`config.mk`:
```
export PLATFORM = sky130hd
export DESIGN_NAME = cbus_to_axi
export DESIGN_NICKNAME = d
export VERILOG_FILES = /design/src/hdl/cbus_pkg.sv /design/src/hdl/cbus_to_axi.sv
export SDC_FILE = /design/constraint.sdc
export NUM_CORES = 1
export LEC_CHECK = 0
export BUFFER_PORTS_ARGS = -buffer_cell sky130_fd_sc_hd__buf_2
export CAP_MARGIN = 15
export CORE_AREA = 2 2 125 127
export CTS_BUF_LIST = sky130_fd_sc_hd__clkbuf_4
export DETAILED_ROUTE_END_ITERATION = 16
export DIE_AREA = 0 0 127 129
export MAX_ROUTING_LAYER = met4
export PLACE_DENSITY = 0.55
export REMOVE_ABC_BUFFERS = 1
export SETUP_SLACK_MARGIN = 0.3
export SKIP_CTS_REPAIR_TIMING = 1
export SYNTH_ARGS = -nofsm -noshare
export SYNTH_HDL_FRONTEND = slang
export SYNTH_SLANG_ARGS = --single-unit
```
`constraint.sdc`:
```
create_clock -name aclk -period 2.2 [get_ports aclk]
set_input_delay 0.55 -clock aclk [delete_from_list [all_inputs] [get_ports aclk]]
set_output_delay 0.55 -clock aclk [all_outputs]
set_load 0.01 [all_outputs]
```
`src/hdl/cbus_pkg.sv`:
```
package cbus_pkg;

    // bus widths.
    localparam int ADDR_WIDTH = 32;
    localparam int DATA_WIDTH = 32;
    localparam int STRB_WIDTH = DATA_WIDTH / 8;
    localparam int LEN_WIDTH  = 4;      // axi3 burst length field.
    localparam int SIZE_WIDTH = 3;

    // axi3 side-band widths.
    localparam int AXI_ID_WIDTH    = 4;
    localparam int AXI_LOCK_WIDTH  = 2;
    localparam int AXI_CACHE_WIDTH = 4;
    localparam int AXI_PROT_WIDTH  = 3;
    localparam int AXI_RESP_WIDTH  = 2;
    localparam int AXI_BURST_WIDTH = 2;

    // instruction port is 0, data port is 1.
    localparam int NUM_CBUS_PORTS = 2;
    localparam int PORT_WIDTH     = $clog2(NUM_CBUS_PORTS);

    typedef logic [ADDR_WIDTH-1:0]      addr_t;
    typedef logic [DATA_WIDTH-1:0]      word_t;
    typedef logic [STRB_WIDTH-1:0]      strobe_t;
    typedef logic [LEN_WIDTH-1:0]       mlen_t;     // beats minus one.
    typedef logic [SIZE_WIDTH-1:0]      msize_t;    // log2 of bytes per beat.
    typedef logic [PORT_WIDTH-1:0]      port_idx_t;

    typedef logic [AXI_ID_WIDTH-1:0]    axi_id_t;
    typedef logic [AXI_LOCK_WIDTH-1:0]  axi_lock_t;
    typedef logic [AXI_CACHE_WIDTH-1:0] axi_cache_t;
    typedef logic [AXI_PROT_WIDTH-1:0]  axi_prot_t;
    typedef logic [AXI_RESP_WIDTH-1:0]  axi_resp_t;
    typedef logic [AXI_BURST_WIDTH-1:0] axi_burst_t;

    localparam axi_burst_t AXI_BURST_FIXED = 2'b00;
    localparam axi_burst_t AXI_BURST_INCR  = 2'b01;
    localparam axi_burst_t AXI_BURST_WRAP  = 2'b10;

    // cache bus request, held by the requester until last.
    typedef struct packed {
        logic    valid;
        logic    is_write;
        msize_t  size;
        addr_t   addr;
        strobe_t strobe;
        word_t   data;      // write word of the current beat.
        mlen_t   len;
    } cbus_req_t;

    // cache bus response, one ready pulse per beat.
    typedef struct packed {
        logic  ready;
        logic  last;
        word_t data;
    } cbus_resp_t;

    // bit positions in the bridge's pending channel set.
    localparam int CH_AR = 4;
    localparam int CH_R  = 3;
    localparam int CH_AW = 2;
    localparam int CH_W  = 1;
    localparam int CH_B  = 0;

    typedef logic [4:0] pend_t;

    localparam pend_t PEND_READ  = 5'b11000;   // ar and r.
    localparam pend_t PEND_WRITE = 5'b00111;   // aw, w and b.

endpackage
```
`src/hdl/cbus_to_axi.sv`:
```
`timescale 1ns/1ps

module cbus_to_axi (
    input  logic                 aclk,
    input  logic                 aresetn,

    output cbus_pkg::axi_id_t    arid,
    output cbus_pkg::addr_t      araddr,
    output cbus_pkg::mlen_t      arlen,
    output cbus_pkg::msize_t     arsize,
    output cbus_pkg::axi_burst_t arburst,
    output cbus_pkg::axi_lock_t  arlock,
    output cbus_pkg::axi_cache_t arcache,
    output cbus_pkg::axi_prot_t  arprot,
    output logic                 arvalid,
    input  logic                 arready,
    input  cbus_pkg::axi_id_t    rid,
    input  cbus_pkg::word_t      rdata,
    input  cbus_pkg::axi_resp_t  rresp,
    input  logic                 rlast,
    input  logic                 rvalid,
    output logic                 rready,
    output cbus_pkg::axi_id_t    awid,
    output cbus_pkg::addr_t      awaddr,
    output cbus_pkg::mlen_t      awlen,
    output cbus_pkg::msize_t     awsize,
    output cbus_pkg::axi_burst_t awburst,
    output cbus_pkg::axi_lock_t  awlock,
    output cbus_pkg::axi_cache_t awcache,
    output cbus_pkg::axi_prot_t  awprot,
    output logic                 awvalid,
    input  logic                 awready,
    output cbus_pkg::axi_id_t    wid,
    output cbus_pkg::word_t      wdata,
    output cbus_pkg::strobe_t    wstrb,
    output logic                 wlast,
    output logic                 wvalid,
    input  logic                 wready,
    input  cbus_pkg::axi_id_t    bid,
    input  cbus_pkg::axi_resp_t  bresp,
    input  logic                 bvalid,
    output logic                 bready,

    input  cbus_pkg::cbus_req_t  creq,
    output cbus_pkg::cbus_resp_t cresp,
    output logic                 idle
);
    import cbus_pkg::*;

    pend_t     pending;       // channels still owed a handshake.
    pend_t     done;          // channels that finish this cycle.
    cbus_req_t saved_req;     // request captured at start, len counts down.
    logic      busy;
    logic      is_last;       // current beat is the final one.
    logic      r_beat;
    logic      w_beat;

    assign busy    = |pending;
    assign idle    = !busy;
    assign is_last = saved_req.len == '0;

    assign r_beat = pending[CH_R] && rvalid;
    assign w_beat = pending[CH_W] && wready;

    // data channels finish only on their final beat.
    assign done[CH_AR] = pending[CH_AR] && arready;
    assign done[CH_R]  = r_beat && is_last;
    assign done[CH_AW] = pending[CH_AW] && awready;
    assign done[CH_W]  = w_beat && is_last;
    assign done[CH_B]  = pending[CH_B] && bvalid;

    // read beats go straight through to the cache.
    assign cresp.ready = r_beat || w_beat;
    assign cresp.last  = cresp.ready && is_last;
    assign cresp.data  = rdata;

    // read address channel.
    assign arid    = '0;
    assign araddr  = saved_req.addr;
    assign arlen   = saved_req.len;
    assign arsize  = saved_req.size;
    assign arburst = AXI_BURST_WRAP;
    assign arlock  = '0;
    assign arcache = '0;
    assign arprot  = '0;
    assign arvalid = pending[CH_AR];
    assign rready  = pending[CH_R];

    // write address channel.
    assign awid    = '0;
    assign awaddr  = saved_req.addr;
    assign awlen   = saved_req.len;
    assign awsize  = saved_req.size;
    assign awburst = AXI_BURST_WRAP;
    assign awlock  = '0;
    assign awcache = '0;
    assign awprot  = '0;
    assign awvalid = pending[CH_AW];

    // requester moves to the next word after each ready.
    assign wid    = '0;
    assign wdata  = creq.data;
    assign wstrb  = creq.strobe;
    assign wlast  = is_last;
    assign wvalid = pending[CH_W];
    assign bready = pending[CH_B];

    always_ff @(posedge aclk) begin
        if (aresetn) begin
            pending <= '0;
        end else if (busy) begin
            pending <= pending & ~done;
        end else if (creq.valid) begin
            pending <= creq.is_write ? PEND_WRITE : PEND_READ;
        end
    end

    always_ff @(posedge aclk) begin
        if (!busy) begin
            saved_req <= creq;                          // sampled every idle cycle.
        end else if (cresp.ready && !cresp.last) begin
            saved_req.len <= saved_req.len - mlen_t'(1);
        end
    end

    // slave burst length must agree with the cache request.
    a_rlast_final: assert property (
        @(posedge aclk) disable iff (aresetn)
        r_beat && rlast |-> is_last
    );

    a_one_addr_phase: assert property (
        @(posedge aclk) disable iff (aresetn)
        !(awvalid && arvalid)
    );

endmodule

```
# Word-level counts from Yosys, hierarchy flattened
# Index checks and enable logic that the tools add are counted.
[op_classes]
addsub = 1
n_eq_ne = 1
n_mux = 5
bitwise_logic = 2
n_reduce_logical = 15
[ops]
columns = ["cell", "n"]
rows = [
  ["$mux 5", 3],
  ["$logic_and 1x1->1", 9],
  ["$mux 4", 2],
  ["$and 5x5->5", 1],
  ["$not 5->5", 1],
  ["$reduce_or 5->1", 1],
  ["$logic_not 4->1", 1],
  ["$sub 4x1->4 const B", 1],
  ["$logic_not 1->1", 2],
  ["$ne 2x1->1 const B", 1],
  ["$reduce_bool 2->1", 1],
  ["$logic_or 1x1->1", 1],
]
[word_totals]
regBits = 44
inputBits = 129
output_inout_bits = 189
word_cells = 28

# Longest topological paths before layout
[logic_depth]
word_depth = 7
ltp_mapped = 5
mapped_depth_nobuf = 5

# Worst setup path after synthesis
# OpenSTA, ideal clock, no wires.
[synth_path]
path_type = "register to register"
startpoint = "register pending[2]"
endpoint = "register saved_req, in the netlist araddr[0] (enable)"
setup_ps = 390
t_arrival_ps = 1463
required_time_ps = 1810
path_slack_ps = 348
stages_incl_launch_ff = 4
n_path_buf = 0
period_less_slack_ps = 1852
cell_sequence = "dfxtp_1 nor3_4 nand2_4 inv_1"
[synth_between]
elab_chain_len = 1
[synth_rtl]
columns = ["item", "line", "rtl"]
rows = [
  ["start: declaration", "cbus_to_axi.sv:50", "pend_t pending;"],
  ["start signal: assignment", "cbus_to_axi.sv:112", "pending <= pending & ~done;"],
  ["start signal: assignment", "cbus_to_axi.sv:114", "pending <= creq.is_write ? PEND_WRITE : PEND_READ;"],
  ["$reduce_or 5->1", "cbus_to_axi.sv:58", "assign busy = |pending;"],
  ["end signal: assignment", "cbus_to_axi.sv:120", "saved_req <= creq;"],
  ["end: declaration", "cbus_to_axi.sv:52", "cbus_req_t saved_req;"],
]
# No other way between the ends.
# A chain may end at the register's enable or synchronous reset.

==> summary.txt <==
Outcome
  – Outcome: finished clean

Synthesis
  – Simple-gate share of the synthesized area: 0.04225
  – Post-Syn Area per Cell: 11.64 µm²
  – Post-synthesis mux area share: 0.009602
  – Combinational family with the most area after synthesis: buffers and inverters
  – XOR/XNOR share of the synthesized area: 0.006721
  – Seq/Total Area, Yosys: 0.4878
  – Post-synth top flop: edfxtp_1
  – Gate Count Post-Synth: around 220
  – Cell Area, Synth: 0.002606 mm²
  – Synth warn: 0
  – Synth Area in Compound Gates: 0.02976
  – Post-synth EDFFs: 39
  – Yosys cell types: 27
  – Adder and majority gate portion of the synthesized area: 0.004801
  – Ys async rst share: 0
  – Synth Register Bits: 44

Floorplanning
  – Width of the die: between 100 and 150 µm
  – Core area: around 0.015 mm²
  – Die Area: around 0.016 mm²
  – IO Pins: between 300 and 400
  – Initial Utilization: 0.1740
  – Die H: 129 µm
  – Num rows: between 40 and 50

Setup path
  – Max Fanout on Critical Path: 4
  – Kind of critical path: reg2out
  – Max incr delay on CP: around 0.45 ns
  – Worst Path Buf+Inv: 2
  – Top cell family by delay on the critical path: flip-flops
  – WP data required: about 1.7 ns
  – Critical path arrival: 1.56 ns
  – Worst setup SP type: flip-flop
  – Critical path cell sequence: inv_1 > ha_2 > nor3b_4 > nor2b_1 > buf_2
  – Critical Path Sink Type: output port
  – CP max-delay cell: edfxtp_1

Layout
  – Post-route cell area: 0.002758 mm²
  – Most common cell after layout, fill and taps aside: buf_2
  – Diode count: 0
  – Total Nets Final: 400
  – Share of cells above drive strength 1: 0.6259
  – Filler Cells Inserted: roughly 1700
  – Layout area overhead: 5.809%
  – Core Util, Final: 0.1841
  – Commonest cells after routing, fill and taps aside: buf_2 (133), edfxtp_1 (39), conb_1 (34), buf_4 (14)
  – Fin cells: 458

Clocking
  – Htree depth: 2
  – Worst-path clk slew: approximately 0.14 ns
  – Cts bufs inserted: 5
  – Clock Tree Buf Depth: 2
  – Clock Tree Root: clkbuf_4
  – CTS tree: built
  – Clock latency on the worst-skew pair: between 0.3 and 0.4 ns
  – CTS Sinks: between 40 and 50

Detailed routing
  – Pre-antenna DRT Iters: 3
  – Iter 0 DRT Violations: 65
  – DRC Markers: 0
  – WL/cell: 29.78 µm
  – Post-DR vias/cell: approximately 3.4
  – Vias post-DR: 1577
  – Post-Route WL: about 14000 µm
  – DRT antenna net count: 0

Pwr
  – Cell Pwr Density: 995.3 mW/mm²
  – Leak: between 1 and 1.5 nW
  – Power Total: 2.745 mW
  – VDD IR max: 187.1 µV

STA
  – Post-layout min period: around 2.1 ns
  – Period utilization: 0.9609
  – Final Hold Fails: 0
  – Slew at the pin closest to its max-slew limit: roughly 0.54 ns
  – Final setup violation count: 0
  – Hold Slack: roughly 0.34 ns
  – Fin. max-slew vios: 0
  – Fmax: about 470 MHz
  – Slew margin rel.: 0.6391
  – RSZ-0062 raised after global routing: yes
  – Clk_skew: 0.008313 ns

Place
  – Port Buf Inserts: roughly 130
  – Placed insts: 440
  – Post-Place Cell Area: between 0.002 and 0.003 mm²
  – Routability cong.: just under 0.8
  – Detailed-placement wirelength estimate: about 13000 µm

GRT
  – Tot GR Track Use: 0.1636
  – Antenna violations before repair: 0
  – First-pass GRT wire length: about 16000 µm
  – Largest net degree at the start of global routing: 22
  – Overflow after GRT: 0
  – Vias in the first global route: ~1300

Flow run
  – Max cap viols: 0

Min path
  – Min-delay worst type: in2reg
## area by class of cell
type,count,area (µm²),share of cell area
clock inverter,1,5.005,0.001815
tap,188,235.2,0.08530
sequential,44,1277,0.4633
inverter,7,28.78,0.01044
timing repair buffer,148,782.0,0.2836
multi-input combinational,64,384.1,0.1393
clock buffer,6,45.04,0.01633
## layer usage
metal  share of wire  GRT usage
met5               0          -
met4          0.0051    0.02133
met3            0.33     0.2524
met2            0.50     0.2717
met1            0.17    0.07828
## state kept, by name (all words and copies together) (netlist names)
name / flops
pending: 5
araddr: 32
arsize: 3
arlen: 4
## synth_stat cells, types with 2 or more instances
cell      number  area, µm²
conb_1         2      7.510
a21oi_1        4      20.02
edfxtp_1      39       1171
a21bo_2        2      20.02
dfxtp_1        5      100.1
inv_1          7      26.28
buf_4        141       1059
nand3_1        2      10.01
o21ai_0        3      15.01
nand2b_1       2      12.51
## where the power goes
part	switching, mW	total [mW]	internal [mW]
clock network	0.284	0.415	0.131
registers	0.126	1.29	1.16
logic	0.567	1.04	0.474
## cells by family (layout without fill, tap and decap cells)
family,after synthesis,count (layout)
AOI/OAI and AO/OA,11,11
xor gates and xnor gates,2,2
adders and majority gates,1,1
buffers and inverters,148,162
DFF,44,44
muxes,2,2
other,2,34
and+or+nand+nor,14,14
## worst reg2reg max path, cell delays in order, from the launching register on
cell,delay [ns]
edfxtp_1,0.42
inv_1,0.06
ha_2,0.18
nor3b_4,0.15
buf_4,0.13
buf_4,0.14
o21ai_0,0.45
## path summary, 6_finish.rpt
check / slack [ns] / start / to / depth (start not counted)
setup / recovery: 0.09 / arlen[0] / cresp[32] / 5
hold / removal: 0.34 / creq[59] / araddr[19] / 1
setup reg to reg: 0.33 / arlen[0] / arlen[0] / 6
hold reg to reg: 0.52 / pending[0] / pending[0] / 2
## stage by stage
step	worst slack, ns	setup TNS [ns]
after global placement	0.3251	0
after global routing	-0.05567	-0.05567
after CTS	-0.03918	-0.03918
after detailed placement	0.3340	0
after floorplan	0.3143	0
final	0.08594	0
No activity file was read; power rests on OpenSTA's default activity.
